[src/stream_consts.svh]
`ifndef STREAM_CONSTS_SVH
`define STREAM_CONSTS_SVH

// raw sample width.
`define STREAM_SAMPLE_W 16

// sequence tag width, wraps at 256.
`define STREAM_SEQ_W 8

// storage entries, must be a power of two.
`define STREAM_FIFO_DEPTH 16

// data words per frame, 1 to FIFO depth.
`define STREAM_BURST 4

`endif

[src/stream_pkg.sv]
`default_nettype none

`include "stream_consts.svh"

package stream_pkg;

   // stored FIFO word, tag above sample.
   typedef struct packed {
      logic [`STREAM_SEQ_W-1:0]    seq;
      logic [`STREAM_SAMPLE_W-1:0] data;
   } sample_word_t;

   typedef enum logic {
      KIND_HDR  = 1'b0,
      KIND_DATA = 1'b1
   } word_kind_e;

   // header payload carries the frame number in the low 16 bits.
   typedef struct packed {
      word_kind_e                                  kind;
      logic                                        last;
      logic [`STREAM_SEQ_W+`STREAM_SAMPLE_W-1:0]   payload;
   } frame_word_t;

   typedef enum logic [1:0] {
      ST_IDLE = 2'd0,
      ST_HDR  = 2'd1,
      ST_DATA = 2'd2
   } builder_state_e;

endpackage

`default_nettype wire

[src/fifo_mem.sv]
`default_nettype none

module fifo_mem #(
   parameter int WIDTH = 24,
   parameter int DEPTH = 16,
   parameter int BURST = 4
) (
   input  wire logic             clk_i,
   input  wire logic             srst_i,
   input  wire logic             wr_en_i,
   input  wire logic [WIDTH-1:0] wr_data_i,
   input  wire logic             rd_en_i,
   input  wire logic             held_i,
   output logic      [WIDTH-1:0] rd_data_o,
   output logic                  full_o,
   output logic                  empty_o,
   output logic                  burst_avail_o
);

   localparam int PTR_W = (DEPTH > 1) ? $clog2(DEPTH) : 1;
   localparam int CNT_W = $clog2(DEPTH + 1);

   logic [WIDTH-1:0] mem [DEPTH];
   logic [PTR_W-1:0] wr_ptr;
   logic [PTR_W-1:0] rd_ptr;
   logic [CNT_W-1:0] count;

   always_ff @(posedge clk_i) begin
      if (wr_en_i) begin
         mem[wr_ptr] <= wr_data_i;
      end
   end

   // registered read port, holds its value between reads.
   always_ff @(posedge clk_i) begin
      if (rd_en_i) begin
         rd_data_o <= mem[rd_ptr];
      end
   end

   // pointers wrap naturally since depth is a power of two.
   always_ff @(posedge clk_i) begin
      if (srst_i) begin
         wr_ptr <= '0;
         rd_ptr <= '0;
         count  <= '0;
      end else begin
         if (wr_en_i) begin
            wr_ptr <= wr_ptr + 1'b1;
         end
         if (rd_en_i) begin
            rd_ptr <= rd_ptr + 1'b1;
         end
         case ({wr_en_i, rd_en_i})
            2'b10:   count <= count + 1'b1;
            2'b01:   count <= count - 1'b1;
            default: count <= count;
         endcase
      end
   end

   assign full_o  = (count == CNT_W'(DEPTH));
   assign empty_o = (count == '0);

   // the word sitting in the prefetch stage still belongs to the next burst.
   assign burst_avail_o = (int'(count) + int'(held_i)) >= BURST;

   a_no_write_full: assert property (
      @(posedge clk_i) disable iff (srst_i) wr_en_i |-> !full_o
   );

   a_no_read_empty: assert property (
      @(posedge clk_i) disable iff (srst_i) rd_en_i |-> !empty_o
   );

endmodule

`default_nettype wire

[src/fifo.sv]
`default_nettype none

`include "stream_consts.svh"

module fifo #(
   parameter int WIDTH = 24,
   parameter int BURST = 4
) (
   input  wire logic             clk_i,
   input  wire logic             srst_i,

   input  wire logic             in_val_i,
   input  wire logic [WIDTH-1:0] in_data_i,
   output logic                  in_rdy_o,

   output logic                  out_val_o,
   output logic      [WIDTH-1:0] out_data_o,
   input  wire logic             out_rdy_i,

   output logic                  burst_avail_o
);

   logic full;
   logic empty;
   logic wr_en;
   logic rd_en;
   logic held;

   assign in_rdy_o = ~full;
   assign wr_en    = in_val_i & ~full;

   // prefetch when nothing is held, or fetch the next word as the held one leaves.
   // under back-pressure no read is issued, so the held word stays.
   assign rd_en = ~empty & (~held | out_rdy_i);

   always_ff @(posedge clk_i) begin
      if (srst_i) begin
         held <= 1'b0;
      end else if (rd_en) begin
         held <= 1'b1;
      end else if (out_rdy_i) begin
         held <= 1'b0;
      end
   end

   assign out_val_o = held;

   // the read register of the storage is the prefetch stage, it only loads on rd_en.
   fifo_mem #(
      .WIDTH (WIDTH),
      .DEPTH (`STREAM_FIFO_DEPTH),
      .BURST (BURST)
   ) mem_inst (
      .clk_i         (clk_i),
      .srst_i        (srst_i),
      .wr_en_i       (wr_en),
      .wr_data_i     (in_data_i),
      .rd_en_i       (rd_en),
      .held_i        (held),
      .rd_data_o     (out_data_o),
      .full_o        (full),
      .empty_o       (empty),
      .burst_avail_o (burst_avail_o)
   );

   a_out_hold: assert property (
      @(posedge clk_i) disable iff (srst_i)
      (out_val_o && !out_rdy_i) |=> (out_val_o && $stable(out_data_o))
   );

endmodule

`default_nettype wire

[src/sample_tagger.sv]
`default_nettype none

`include "stream_consts.svh"

module sample_tagger (
   input  wire logic                        clk_i,
   input  wire logic                        srst_i,
   input  wire logic                        sample_stb_i,
   input  wire logic [`STREAM_SAMPLE_W-1:0] sample_i,
   input  wire logic                        wr_rdy_i,
   output logic                             wr_val_o,
   output stream_pkg::sample_word_t         wr_word_o,
   output logic                             overflow_o
);

   logic [`STREAM_SEQ_W-1:0] seq;

   always_ff @(posedge clk_i) begin
      if (srst_i) begin
         seq      <= '0;
         wr_val_o <= 1'b0;
      end else begin
         wr_val_o <= sample_stb_i;
         // advances on drops too, so a lost sample leaves a gap.
         if (sample_stb_i) begin
            seq <= seq + 1'b1;
         end
      end
   end

   always_ff @(posedge clk_i) begin
      if (sample_stb_i) begin
         wr_word_o.seq  <= seq;
         wr_word_o.data <= sample_i;
      end
   end

   // no retry. a word offered while the FIFO is full is lost.
   always_ff @(posedge clk_i) begin
      if (srst_i) begin
         overflow_o <= 1'b0;
      end else if (wr_val_o && !wr_rdy_i) begin
         overflow_o <= 1'b1;
      end
   end

endmodule

`default_nettype wire

[src/frame_builder.sv]
`default_nettype none

`include "stream_consts.svh"

module frame_builder (
   input  wire logic                      clk_i,
   input  wire logic                      srst_i,
   input  wire logic                      fifo_val_i,
   input  wire stream_pkg::sample_word_t  fifo_word_i,
   input  wire logic                      burst_avail_i,
   input  wire logic                      frame_rdy_i,
   output logic                           fifo_rdy_o,
   output logic                           frame_val_o,
   output stream_pkg::frame_word_t        frame_word_o
);

   localparam int CNT_W = $clog2(`STREAM_BURST + 1);

   stream_pkg::builder_state_e state;
   logic [15:0]                frame_cnt;
   logic [CNT_W-1:0]           data_cnt;
   logic                       last_data;
   logic                       hdr_take;
   logic                       data_take;

   assign last_data = (data_cnt == CNT_W'(`STREAM_BURST - 1));
   assign hdr_take  = (state == stream_pkg::ST_HDR) & frame_rdy_i;
   assign data_take = (state == stream_pkg::ST_DATA) & fifo_val_i & frame_rdy_i;

   // data words pass straight through, ready comes from the output side.
   assign fifo_rdy_o = (state == stream_pkg::ST_DATA) & frame_rdy_i;

   always_comb begin
      frame_val_o          = 1'b0;
      frame_word_o.kind    = stream_pkg::KIND_DATA;
      frame_word_o.last    = 1'b0;
      frame_word_o.payload = fifo_word_i;
      case (state)
         stream_pkg::ST_HDR: begin
            frame_val_o                = 1'b1;
            frame_word_o.kind          = stream_pkg::KIND_HDR;
            frame_word_o.payload       = '0;
            frame_word_o.payload[15:0] = frame_cnt;
         end
         stream_pkg::ST_DATA: begin
            frame_val_o       = fifo_val_i;
            frame_word_o.last = last_data;
         end
         default: begin
            frame_val_o = 1'b0;
         end
      endcase
   end

   always_ff @(posedge clk_i) begin
      if (srst_i) begin
         state     <= stream_pkg::ST_IDLE;
         frame_cnt <= '0;
         data_cnt  <= '0;
      end else begin
         case (state)
            stream_pkg::ST_IDLE: begin
               if (burst_avail_i) begin
                  state <= stream_pkg::ST_HDR;
               end
            end
            stream_pkg::ST_HDR: begin
               if (hdr_take) begin
                  state     <= stream_pkg::ST_DATA;
                  data_cnt  <= '0;
                  frame_cnt <= frame_cnt + 1'b1;
               end
            end
            stream_pkg::ST_DATA: begin
               if (data_take) begin
                  if (last_data) begin
                     state    <= stream_pkg::ST_IDLE;
                     data_cnt <= '0;
                  end else begin
                     data_cnt <= data_cnt + 1'b1;
                  end
               end
            end
            default: begin
               state <= stream_pkg::ST_IDLE;
            end
         endcase
      end
   end

   a_cnt_in_burst: assert property (
      @(posedge clk_i) disable iff (srst_i)
      (state == stream_pkg::ST_DATA) |-> (data_cnt < CNT_W'(`STREAM_BURST))
   );

endmodule

`default_nettype wire

[src/stream_top.sv]
`default_nettype none

`include "stream_consts.svh"

module stream_top (
   input  wire logic                        clk_i,
   input  wire logic                        srst_i,
   input  wire logic                        sample_stb_i,
   input  wire logic [`STREAM_SAMPLE_W-1:0] sample_i,
   input  wire logic                        frame_rdy_i,
   output logic                             frame_val_o,
   output stream_pkg::frame_word_t          frame_word_o,
   output logic                             overflow_o
);

   logic                     in_val;
   stream_pkg::sample_word_t in_data;
   logic                     in_rdy;
   logic                     out_val;
   stream_pkg::sample_word_t out_data;
   logic                     out_rdy;
   logic                     burst_avail;

   sample_tagger tagger_inst (
      .clk_i        (clk_i),
      .srst_i       (srst_i),
      .sample_stb_i (sample_stb_i),
      .sample_i     (sample_i),
      .wr_rdy_i     (in_rdy),
      .wr_val_o     (in_val),
      .wr_word_o    (in_data),
      .overflow_o   (overflow_o)
   );

   fifo #(
      .WIDTH ($bits(stream_pkg::sample_word_t)),
      .BURST (`STREAM_BURST)
   ) fifo_inst (
      .clk_i         (clk_i),
      .srst_i        (srst_i),
      .in_val_i      (in_val),
      .in_data_i     (in_data),
      .in_rdy_o      (in_rdy),
      .out_val_o     (out_val),
      .out_data_o    (out_data),
      .out_rdy_i     (out_rdy),
      .burst_avail_o (burst_avail)
   );

   frame_builder builder_inst (
      .clk_i         (clk_i),
      .srst_i        (srst_i),
      .fifo_val_i    (out_val),
      .fifo_word_i   (out_data),
      .burst_avail_i (burst_avail),
      .frame_rdy_i   (frame_rdy_i),
      .fifo_rdy_o    (out_rdy),
      .frame_val_o   (frame_val_o),
      .frame_word_o  (frame_word_o)
   );

endmodule

`default_nettype wire

[config.mk]
export PLATFORM = sky130hd
export DESIGN_NAME = stream_top
export DESIGN_NICKNAME = d
export VERILOG_FILES = /design/src/stream_pkg.sv /design/src/fifo_mem.sv /design/src/fifo.sv /design/src/sample_tagger.sv /design/src/frame_builder.sv /design/src/stream_top.sv
export VERILOG_INCLUDE_DIRS = /design/src
export SDC_FILE = /design/constraint.sdc
export NUM_CORES = 1
export LEC_CHECK = 0
export BUFFER_PORTS_ARGS = -buffer_cell sky130_fd_sc_hd__clkbuf_2
export CAP_MARGIN = 20
export CORE_MARGIN = 1
export CORE_UTILIZATION = 35
export DETAILED_ROUTE_END_ITERATION = 10
export GPL_TIMING_DRIVEN = 0
export PLACE_DENSITY = 0.47
export SETUP_SLACK_MARGIN = 0.05
export SLEW_MARGIN = 15
export SYNTH_ARGS = -nofsm -noshare
export SYNTH_HDL_FRONTEND = slang
export SYNTH_SLANG_ARGS = --single-unit
[constraint.sdc]
create_clock -name clk_i -period 10.3 [get_ports clk_i]
set_clock_uncertainty 0.15 [all_clocks]
set_input_delay 1.545 -clock clk_i [delete_from_list [all_inputs] [get_ports clk_i]]
set_output_delay 1.545 -clock clk_i [all_outputs]
set_load 0.05 [all_outputs]
==> reports/summary.md, run 1 <==
During I/O placement, the number of pins put on the boundary was 48. The initial antenna violation count was 0; the wire length per cell after detailed routing was 24.7 um. The logs give 954 for the synthesized instance count and 45 for the unique cell type count in the Yosys netlist. The multiplexer share of the synthesized area is 13.3%, and the relative slew slack is 30.9%. The fraction of the mapped netlist area in compound gates is 3.34%. The overall global routing resource usage is 17.0%, and the vias per cell is 5.10. The CTS buffer count came out at 52.

Once detail routing completed, the nets flagged for antenna violations numbered 0. Leakage power of the design: 7.00 nW. The worst setup path is launched from a register.

The tree is rooted in a sky130_fd_sc_hd__clkbuf_16. The first detailed-routing pass took 5 iterations. In this run, synthesis produced a sequential element count of 477. The final route contains 9171 vias. STA puts the critical path data required time at 8610 ps. In this run the core area contains 83 standard-cell rows.

For this configuration, the core starts out at a cell density of 35.7%. The kind of critical path is reg2out. The maximum number of pins on one net before global-route repair was 26. The endpoint identified for the worst register-to-register timing path is fifo_inst.mem_inst.count[4].

Highest clock rate: 227 MHz. For this run, the leading register cell type out of synthesis is sky130_fd_sc_hd__edfxtp_1. The worst min-delay path class was reg2reg. The horizontal die dimension was 232 um; the number of hold-slack violations in the final timing report was 0. The worst register-to-register path has a depth of 12. Hold repair after CTS inserted 0 buffers. The floorplan die height was 232 um; the minimum setup slack among reg-to-reg paths was 6740 ps. The share of cells above drive strength 1 came out at 27.7%. For this run, design rule violations remaining after detail routing come to 0. The tools report the cell area after technology mapping as 18400 um^2. The clock-pin slew of the registers on the worst-case setup and hold paths was 60 ps; the count of input and output buffers was 47. Compared with the post-synthesis result, the final layout area differs by 17.5%. Setup repair after global routing left no endpoint under its margin. The family with the most delay on the worst path was buffers and inverters.

Summing internal, switching and leakage power gives 0.00533 W. Critical-path maximum fanout: 10. The first global-routing pass estimated 65000 um of wire.

In this run the number of H-tree levels came out at 2. Maximum buffer depth of the clock tree: 3. After floorplanning, the core was sized to cover 51700 um^2. The die covers 53600 um^2. The run finished with clean final reports. In this run the power density over the cells is 246 nW/um^2. The worst-case IR drop observed on VDD is 0.122 mV.

The logs give 0 for the buffers inserted during post-CTS setup optimization and 0 for the number of diodes. The count of final max-slew check failures was 0. Walking the worst path, the cells encountered are inv_1 -> ha_1 -> buf_1 -> clkbuf_1 -> nor2b_1 -> clkbuf_2. The number of max-capacitance violations reported is 0.

The sequential cell area fraction in the yosys report came out at 75.2%. The startpoint of the worst hold path was builder_inst.data_cnt[1]. For this run, the slowest stage of the critical path takes 570 ps. The number of nets in the final layout is 1119, and the post-route minimum period is 4400 ps. The endpoint of the worst hold path is builder_inst.data_cnt[1].

The arithmetic-cell share of the synthesized area counting full adders, half adders and majority gates works out to 1.09%. The logs give 28200 um for the detailed-placement wirelength estimate and 580 ps for the source-to-sink clock delay at the later pin of the worst-skew pair. For the pin with the worst max-slew slack, the measured transition is 1040 ps. The highest-delay cell along the critical path is sky130_fd_sc_hd__clkbuf_1. For the worst setup path, the data arrival time is 2710 ps. The average instance area after synthesis is 19.3 um^2.

The run gives 9356 as the number of global-route vias before repair. The worst setup path is captured at an output pin. The tools report the final RePlAce weighted congestion as 0.757. The run gives 990 as the synthesized netlist net count.

The wire length reported by the detailed router was 44400 um. The worst hold path was traced through 2 stages. The run gives 0 as the number of setup violations in the final report. After synthesis, the largest family of logic cells by area is multiplexers. The share of the clock period used by the worst path works out to 42.8%. The number of buffers and inverters on the critical path works out to 4. The worst register-to-register path begins at fifo_inst.mem_inst.count[1]. The setup total negative slack was 0 ps.

The first routing iteration left 670 violations. For the Yosys warning count, the log shows 0. The tree built by TritonCTS fans out to 477 sinks. Counting flops with an async set or reset pin after synthesis yields a share of 0%. The fraction of the mapped netlist area in simple logic gates came out at 4.35%. For the number of gates resized after CTS, the log shows 0.

For this run the aggregate overflow at the end of global routing stands at 0. The area share of xor/xnor cells in the synthesized design was 1.09%. TritonCTS built the clock tree.

Counting flops with a built-in enable in the synthesized netlist gives 432.
==> state kept, by name, indices dropped and copies added (netlist names) <==
| name | flops |
|---|---|
| fifo_inst.mem_inst.rd_ptr | 4 |
| fifo_inst.out_val_o | 1 |
| fifo_inst.mem_inst.wr_ptr | 4 |
| builder_inst.data_cnt | 3 |
| fifo_inst.mem_inst.mem | 384 |
| fifo_inst.mem_inst.rd_data_o | 24 |
| builder_inst.frame_cnt | 16 |
| builder_inst.state | 2 |
| tagger_inst.overflow_o | 1 |
| tagger_inst.wr_word_o | 24 |
| tagger_inst.wr_val_o | 1 |
| tagger_inst.seq | 8 |
| fifo_inst.mem_inst.count | 5 |
==> layout by cell type (no fill, tap or decap), types with 4 or more instances in the layout <==
cell type and instances:
sky130_fd_sc_hd__buf_6 9, sky130_fd_sc_hd__a22oi_1 48, sky130_fd_sc_hd__inv_1 13, sky130_fd_sc_hd__mux2i_1 6, sky130_fd_sc_hd__a21oi_1 14, sky130_fd_sc_hd__nor2b_1 17, sky130_fd_sc_hd__mux4_2 96, sky130_fd_sc_hd__buf_16 4
sky130_fd_sc_hd__buf_1 4, sky130_fd_sc_hd__nand3_1 9, sky130_fd_sc_hd__nor4_1 5, sky130_fd_sc_hd__clkbuf_2 47, sky130_fd_sc_hd__nor3_2 4, sky130_fd_sc_hd__ha_1 16, sky130_fd_sc_hd__nor2_4 12, sky130_fd_sc_hd__bufinv_16 4
sky130_fd_sc_hd__o21ai_0 8, sky130_fd_sc_hd__buf_12 9, sky130_fd_sc_hd__nand2_1 43, sky130_fd_sc_hd__xnor2_1 10, sky130_fd_sc_hd__clkinv_2 12, sky130_fd_sc_hd__nor3_1 5, sky130_fd_sc_hd__clkbuf_1 33, sky130_fd_sc_hd__edfxtp_1 432
sky130_fd_sc_hd__clkinv_1 8, sky130_fd_sc_hd__buf_4 12, sky130_fd_sc_hd__nand2b_1 10, sky130_fd_sc_hd__mux2_2 21, sky130_fd_sc_hd__nand4_1 7, sky130_fd_sc_hd__dfxtp_1 45, sky130_fd_sc_hd__xor2_1 13, sky130_fd_sc_hd__buf_2 14
sky130_fd_sc_hd__or3_1 5, sky130_fd_sc_hd__nor2_1 40, sky130_fd_sc_hd__clkbuf_16 53
==> cells in the mapped netlist (all sizes together), types with 3 or more instances <==
master    n  area (um^2)
mux4     96         2160
edfxtp  432        13000
xor2     13          114
nor2     52          195
and2      3         18.8
mux2i     6         60.1
inv      13         48.8
nor3      9         45.0
nand3     9         45.0
xnor2    10         87.6
o211ai    4         43.8
ha       16          200
buf      24          149
mux2     21          236
a22oi    48          360
nand2b   10         62.6
a21oi    14         70.1
nor4      5         31.3
clkbuf   25         93.8
or3       5         31.3
nor2b    17          106
nand4     7         43.8
dfxtp    45          901
nand2    43          161
o21ai     9         56.3
==> per-layer routing <==
layer,global-route usage (%),wire length [um],vias up
met5,0,0,-
met2,28.2,21900,209
met3,2.65,1980,67
met4,4.95,928,0
met1,23.2,19600,4809
li1,-,-,4086
==> kinds of logic after synthesis <==
family | after synthesis
compound gates | 85
xor+xnor | 23
fa+ha+maj | 16
buf+inv | 62
flops | 477
mux | 123
simple gates | 168
==> worst max path at each step <==
stage,start,to,depth (start not counted)
6_report,builder_inst.state[1],frame_word_o[22],6
5_1_grt,builder_inst.state[1],frame_word_o[17],6
4_1_cts,builder_inst.state[1],frame_word_o[22],6
3_5_place_dp,frame_rdy_i,fifo_inst.mem_inst.count[4],12
3_3_place_gp,fifo_inst.mem_inst.count[0],fifo_inst.mem_inst.mem[2][8],4
2_1_floorplan,frame_rdy_i,fifo_inst.mem_inst.count[4],11
==> where the power goes <==
part | internal [W] | leakage, nW | switching [W]
combinational | 0.000466 | 1.89 | 0.000767
sequential | 0.00225 | 4.31 | 0.0000631
clock | 0.00105 | 0.807 | 0.000739
==> final cells by class <==
class | instances | area, um^2
Clock inverter | 26 | 239
Multi-Input combinational cell | 415 | 4390
Buffer | 49 | 243
Timing Repair Buffer | 75 | 653
Tap cell | 680 | 851
Fill cell | 4583 | 30000
Inverter | 13 | 48.8
Clock buffer | 63 | 1380
Sequential cell | 477 | 13900
==> worst min-delay path, stage by stage, from the launching register on <==
cell	delay, ps
sky130_fd_sc_hd__dfxtp_1	310
sky130_fd_sc_hd__nand2_1	50
sky130_fd_sc_hd__a21oi_1	50
==> per-stage QoR <==
| step | hold WS (ps) | setup slack [ps] | cells | utilization (%) | area, um^2 |
|---|---|---|---|---|---|
| after detailed placement | 309 | 5740 | 1709 | 38.8 | 20100 |
| after CTS | 317 | 5760 | 1798 | 41.9 | 21700 |
| after floorplan | 267 | 6110 | 954 | - | 18400 |
| final | 311 | 5900 | 1798 | 41.9 | 21700 |
| after global placement | 298 | 4340 | 1681 | 37.8 | 19500 |
| after global routing | 339 | 5700 | 1798 | 41.9 | 21700 |
No activity file was read; power rests on OpenSTA's default activity.
==> run 2: changes to the inputs <==
- PLACE_DENSITY: 0.47 -> 0.49
- clock period: 10.3 -> 3.7 ns (I/O delays scaled with it)
==> reports/summary.md, run 2 (synthesized netlist as in run 1, its figures left out) <==
The tools report the relative slew slack as 33.6% (+2.7 points). For the final standard cell utilization of the core, the log shows 42.2% (+0.25 points). The core area is 51700 um^2 (unchanged), and the clock group share of total power is 33.2% (-0.3 points). The transition time at the pin with the least slew margin came out at 996 ps (-40.7 ps).

The worst hold path depth was 3 (+1); the number of max-capacitance violations reported was 0 (unchanged). The run gives 0.337 mV (+180%) as the maximum vdd drop. Kind of critical path: reg2reg. The worst setup path is launched from a register.

The tools report the number of detailed-routing iterations run before antenna repair as 5 (unchanged). The library cells used most frequently in the layout, excluding fill and tap cells, are sky130_fd_sc_hd__edfxtp_1 (432), sky130_fd_sc_hd__mux4_2 (96), sky130_fd_sc_hd__clkbuf_16 (53). The share of cells above drive strength 1 was 27.3% (-0.40 points); the clock-pin slew of the registers on the worst-case setup and hold paths was 60 ps (about the same). The tools report the initial antenna violation count as 2 (+2). The run finished with clean final reports.

TritonCTS built the clock tree. Floorplan die height: 232 um (unchanged). The horizontal die dimension is 232 um (unchanged). The row count was 83 (unchanged); the post-place instance area was 20000 um^2 (-0.19%). The cell depth of the worst flop-to-flop path works out to 12 (unchanged). The number of hold-slack violations in the final timing report is 0 (unchanged). The worst path uses 91.1% of the clock period.

The largest registers in the layout are fifo_inst.mem_inst.mem: 384 flops, fifo_inst.mem_inst.rd_data_o: 24 flops, tagger_inst.wr_word_o: 24 flops. Counting I/O delays and the setup requirement, the final critical path takes 3370 ps. The first-pass GRT wire length is 64000 um (-1.5%). The count of final max-slew check failures is 0 (unchanged). The setup total negative slack is 0 ps (unchanged), and the net switching component of the power is 0.00441 W (+180%).

The number of nets in the final layout came out at 1133 (+1.3%). The switching share of power was 29.7% (+0.32 points); the area of the die was 53600 um^2 (unchanged). The overall global routing resource usage is 16.7% (-0.33 points), and the critical-path maximum fanout is 10 (unchanged).

The maximum buffer depth of the clock tree is 3 (unchanged), and the leakage power of the design is 7.04 nW (+0.50%). The count of input and output buffers came out at 47 (unchanged). STA classifies the critical path endpoint as a register. Leaving out fill and tap cells, the most frequent cell in the layout is sky130_fd_sc_hd__edfxtp_1. The part of the total power dissipated in combinational logic is 23.5% (+0.4 points). The filler cell count in the final layout came out at 4572 (-0.24%). The logs give 26 (unchanged) for the maximum number of pins on one net before global-route repair and 717 (+7.0%) for the number of DRC markers in iteration 0. The number of clock sinks is 477 (unchanged), and the internal portion of total power is 0.0104 W (+180%). The total number of H-tree levels was 2 (unchanged). The sequential share of power is 43.4% (about the same). The power density of the placed cells works out to 681 nW/um^2 (+180%). The tools report the data arrival at the endpoint of the critical path as 3700 ps (+990 ps). The worst hold path belongs to the class in2reg. Source-to-sink clock delay at the later pin of the worst-skew pair: 590 ps (about the same). Setup repair after global routing left no endpoint under its margin.

fifo_inst.mem_inst.mem holds more flip-flops than any other register. Flip-flop count of the largest register, all copies and words added: 384 (unchanged). The tools report the aggregate global routing overflow as 0 (unchanged). The wire length per cell after detailed routing came out at 23.9 um (-3.1%).

The minimum setup slack among reg-to-reg paths was 330 ps (-6410 ps); the wire length reported by the detailed router was 43500 um (-2.0%). The cell chosen for the clock root is sky130_fd_sc_hd__clkbuf_16. The run gives 0 (unchanged) as the number of diodes.

Signed area change from the synthesized netlist to the final layout: 18.2%. The logs give 4030 ps (-4580 ps) for the worst endpoint required time and 0 (unchanged) for the number of setup violations in the final report. CTS buffer count: 51 (-1.9%).

The top-level port count was 48 (unchanged); the final RePlAce weighted congestion was 0.780 (+3.0%). Remaining number of nets flagged by the antenna check after routing: 0 (unchanged). The highest clock rate was 297 MHz.

The number of vias after detailed routing came out at 9245 (+0.81%). The logs give 35.7% (unchanged) for the starting utilization of the core area and 0 (unchanged) for the remaining routing DRC violations. The number of global-route vias before repair was 9395 (+0.42%). The overall power after layout came out at 0.0148 W (+180%). The vias per cell is 5.09 (-0.30%), and the final standard cell area without fillers is 21800 um^2 (+0.59%).

The detailed-placement wirelength estimate is 27400 um (-2.7%).
## run 2: changes by cell type in the layout (fill, tap and decap cells not counted), sizes merged
cell / before / now
clkinvlp: 0 / 3
clkbuf: 135 / 136
buf: 52 / 51
inv: 15 / 14
bufinv: 4 / 3
clkinv: 20 / 23
dlygate4sd3: 0 / 16
## run 2: path summary, 6_finish.rpt
path	from	end
worst min register to register	builder_inst.data_cnt[1]	builder_inst.data_cnt[1]
worst min-delay path	frame_rdy_i	builder_inst.frame_cnt[1]
worst max register to register	fifo_inst.mem_inst.count[1]	fifo_inst.mem_inst.count[4]
worst max-delay path	fifo_inst.mem_inst.count[1]	fifo_inst.mem_inst.count[4]
## run 2: cell type report
type                       instances  area [um^2]  share of cell area (%)
buffer                            49          244                    1.12
tap                              680          851                    3.90
sequential                       477        13900                    63.6
timing repair buffer              90          791                    3.63
multi-input combinational        415         4400                    20.2
inverter                          13         52.6                   0.241
clock buffer                      64         1370                    6.27
clock inverter                    30          235                    1.08
## run 2: routing by layer
metal	global-route usage [%]	wire (um)	up-vias
met3	3.04	1960	66
li1	-	-	4126
met5	0	0	-
met4	5.14	1010	0
met2	27.2	21100	212
met1	22.7	19400	4841
## run 2: what timing repair did
item / CTS / global route
hold buffers: 16 / 0
setup buffers: 0 / 2
hold endpoints to repair: 16 / 0
endpoints found under the setup margin: 0 / 2
gates resized for setup: 0 / 4
## run 2: power by group through the flow
stage	registers, W	logic (W)	clock network, W
floorplan	0.00648	0.00250	0
global placement	0.00657	0.00337	0
detailed placement	0.00656	0.00348	0
CTS	0.00644	0.00351	0.00507
global route	0.00647	0.00376	0.00524
finish	0.00644	0.00348	0.00492
## run 2: critical path: stages, from the launching register on
cell	delay, ps
sky130_fd_sc_hd__dfxtp_1	330
sky130_fd_sc_hd__buf_6	140
sky130_fd_sc_hd__or4_4	570
sky130_fd_sc_hd__o21ai_4	230
sky130_fd_sc_hd__clkinvlp_4	180
sky130_fd_sc_hd__ha_1	200
sky130_fd_sc_hd__clkbuf_1	190
sky130_fd_sc_hd__xor2_1	180
sky130_fd_sc_hd__ha_1	240
sky130_fd_sc_hd__a211o_2	310
sky130_fd_sc_hd__nand2_1	60
sky130_fd_sc_hd__a32o_1	150
sky130_fd_sc_hd__mux2_2	330
## run 2: stage by stage
stage / setup slack [ps] / hold slack (ps) / std cells
floorplan: 298 / 267 / 954
global placement: -2070 / 303 / 1681
detailed placement: 153 / 308 / 1706
CTS: 128 / 154 / 1816
global route: 192 / 195 / 1818
finish: 331 / 183 / 1818
==> run 3: changes to the inputs <==
--- a/constraint.sdc
+++ b/constraint.sdc
@@ -4,2 +4,2 @@
 set_output_delay 0.555 -clock clk_i [all_outputs]
-set_load 0.05 [all_outputs]
+set_load 0.005 [all_outputs]
==> reports/summary.md, run 3 (synthesized netlist as in run 1, its figures left out) <==
For the number of detailed-routing iterations run before antenna repair, the log shows 5 (unchanged). The highest clock rate is 297 MHz (unchanged). The share of the clock period used by the worst path works out to 91.1% (unchanged).

The run gives 4030 ps (about the same) as the worst endpoint required time. The tree is rooted in a sky130_fd_sc_hd__clkbuf_16. The number of buffers and inverters on the critical path works out to 3 (unchanged).

The tools report the row count as 83 (unchanged). The reg-to-reg startpoint was fifo_inst.mem_inst.count[1]. The tools report the combined area of the multi-input logic cells as 4400 um^2 (unchanged).

The post-route minimum period is 3370 ps (unchanged), and the top-level port count is 48 (unchanged). The total number of H-tree levels was 2 (unchanged); the final RePlAce weighted congestion was 0.780 (unchanged). The setup total negative slack is 0 ps (unchanged). The maximum buffer depth of the clock tree was 3 (unchanged).

The largest registers in the layout are fifo_inst.mem_inst.mem: 384 flops, fifo_inst.mem_inst.rd_data_o: 24 flops, tagger_inst.wr_word_o: 24 flops. Tracing the worst setup path back leads to its startpoint at fifo_inst.mem_inst.count[1]. The core area is 51700 um^2 (unchanged), and the source-to-sink clock delay at the later pin of the worst-skew pair is 590 ps (about the same). For the worst hold margin, the log shows 188 ps (+5.01 ps). The minimum setup slack among reg-to-reg paths came out at 330 ps (about the same). Number of nets in the final layout: 1133 (unchanged). fifo_inst.mem_inst.mem holds more flip-flops than any other register.

Starting utilization of the core area: 35.7% (unchanged). In this design, the critical path's most frequently occurring cell is sky130_fd_sc_hd__ha_1. The leakage power of the design is 7.03 nW (about the same), and the number of max-capacitance violations reported is 0 (unchanged). The tools report the reg-to-reg endpoint as fifo_inst.mem_inst.count[4]. The number of global-route vias before repair was 9395 (unchanged). The remaining routing DRC violations is 0 (unchanged), and the area of the die is 53600 um^2 (unchanged). Count of input and output buffers: 47 (unchanged). The worst min-delay path class was in2reg. For the number of DRC markers in iteration 0, the log shows 718 (+0.14%).

Count of final max-slew check failures: 0 (unchanged). The aggregate global routing overflow was 0 (unchanged). Leaving out fill and tap cells, the most frequent cell in the layout is sky130_fd_sc_hd__edfxtp_1. The number of diodes was 0 (unchanged); the cell count along the critical path was 12 (unchanged). The final standard cell utilization of the core is 42.2% (about the same). The relative slew slack came out at 33.6% (about the same). The initial antenna violation count is 2 (unchanged).

The highest-delay cell along the critical path was sky130_fd_sc_hd__or4_4. Signed area change from the synthesized netlist to the final layout: 18.2% (about the same). The share of cells above drive strength 1 was 27.2% (-0.088 points). Following the worst setup path forward leads to its endpoint at fifo_inst.mem_inst.count[4]. In the layout the commonest cells are sky130_fd_sc_hd__edfxtp_1 (432), sky130_fd_sc_hd__mux4_2 (96), sky130_fd_sc_hd__clkbuf_16 (53). On the critical path the largest part of the delay comes from compound AO/OA/AOI/OAI gates.

The logs give 51 (unchanged) for the CTS buffer count and 9241 (-0.043%) for the number of vias after detailed routing. The cell depth of the worst flop-to-flop path was 12 (unchanged). Number of setup violations in the final report: 0 (unchanged).

The flow ran to the end, and the final reports show no timing, DRC or antenna violations. The remaining number of nets flagged by the antenna check after routing is 0 (unchanged), and the flip-flop count of the largest register, all copies and words added is 384 (unchanged). The maximum vdd drop was 0.334 mV (-0.80%). Traced cell by cell, the critical path runs through buf_6 -> or4_4 -> o21ai_4 -> clkinvlp_4 -> ha_1 -> clkbuf_1 -> xor2_1 -> ha_1 -> a211o_2 -> nand2_1 -> a32o_1 -> mux2_2. For the overall global routing resource usage, the log shows 16.7% (unchanged).

The worst setup path is launched from a register. The run gives 27400 um (unchanged) as the detailed-placement wirelength estimate. The wire length per cell after detailed routing was 24.0 um (about the same); the vias per cell was 5.08 (about the same).

Setup repair after global routing left no endpoint under its margin. The number of hold-slack violations in the final timing report came out at 0 (unchanged). The clock-pin slew of the registers on the worst-case setup and hold paths was 60 ps (about the same); the transition time at the pin with the least slew margin was 996 ps (-0.0108 ps).

STA classifies the critical path endpoint as a register. The wire length reported by the detailed router came out at 43500 um (about the same). Delay of the slowest cell on the worst path: 570 ps (about the same).

The horizontal die dimension is 232 um (unchanged). Data arrival at the endpoint of the critical path: 3700 ps (about the same). The critical-path maximum fanout was 10 (unchanged); the power density of the placed cells was 654 nW/um^2 (-3.9%). The worst setup path is of the reg2reg kind.

The floorplan die height came out at 232 um (unchanged). The tools report the number of clock sinks as 477 (unchanged). TritonCTS built the clock tree.

The run gives 64000 um (unchanged) as the first-pass GRT wire length. The maximum number of pins on one net before global-route repair was 26 (unchanged). The filler cell count in the final layout was 4571 (-0.022%); the sequential cell area in the final layout was 13900 um^2 (unchanged).
## run 3: worst min path at each step
stage          slack [ps]                startpoint  depth (start not counted)                         to
6_report              190               frame_rdy_i                          3  builder_inst.frame_cnt[1]
5_1_grt               190               frame_rdy_i                          3  builder_inst.frame_cnt[1]
4_1_cts               150               frame_rdy_i                          3  builder_inst.frame_cnt[1]
3_5_place_dp          310  builder_inst.data_cnt[1]                          2   builder_inst.data_cnt[1]
3_3_place_gp          300  builder_inst.data_cnt[1]                          2   builder_inst.data_cnt[1]
2_1_floorplan         270        tagger_inst.seq[7]                          0  tagger_inst.wr_word_o[23]
## run 3: timing repair
| action | 4_1_cts | 5_1_grt |
|---|---|---|
| endpoints found under the setup margin | 0 | 1 |
| hold buffers | 16 | 0 |
| hold endpoints to repair | 16 | 0 |
| buffers inserted | 0 | 2 |
| resized for setup | 0 | 2 |
## run 3: final cells by class
type / count / area share (%)
plain buffers: 49 / 1.11
clock buffers: 64 / 6.27
clock inverters: 30 / 1.08
inverters: 13 / 0.241
multi-input cells: 415 / 20.2
flip-flops and latches: 477 / 63.6
well taps: 680 / 3.90
repair buffers: 90 / 3.63
## run 3: per-stage QoR
stage	setup WS, ps	area (um^2)	power (W)	std cells
6_report	331	21800	0.0143	1818
5_1_grt	161	21800	0.0149	1818
4_1_cts	128	21800	0.0144	1816
3_5_place_dp	153	20000	0.00946	1706
3_3_place_gp	-2070	19500	0.00936	1681
2_1_floorplan	298	18400	0.00840	954
## run 3: power by group
group / internal, W / total [W] / switching, W
Combinational: 0.00134 / 0.00290 / 0.00156
Sequential: 0.00626 / 0.00644 / 0.000176
Clock: 0.00283 / 0.00492 / 0.00209
## run 3: routing by layer
layer  global-route usage (%)  vias up  routed length, um
li1                         -     4126                  -
met1                     22.7     4851              19500
met2                     27.2      198              21100
met3                     3.04       66               1880
met4                     5.14        0               1010
met5                        0        -                  0
## run 3: worst min-delay path: cells and delay by family
kind                   cells  cell delay [ps]
buffers and inverters      1              160
and+or+nand+nor            1              110
AOI/OAI and AO/OA          1               60
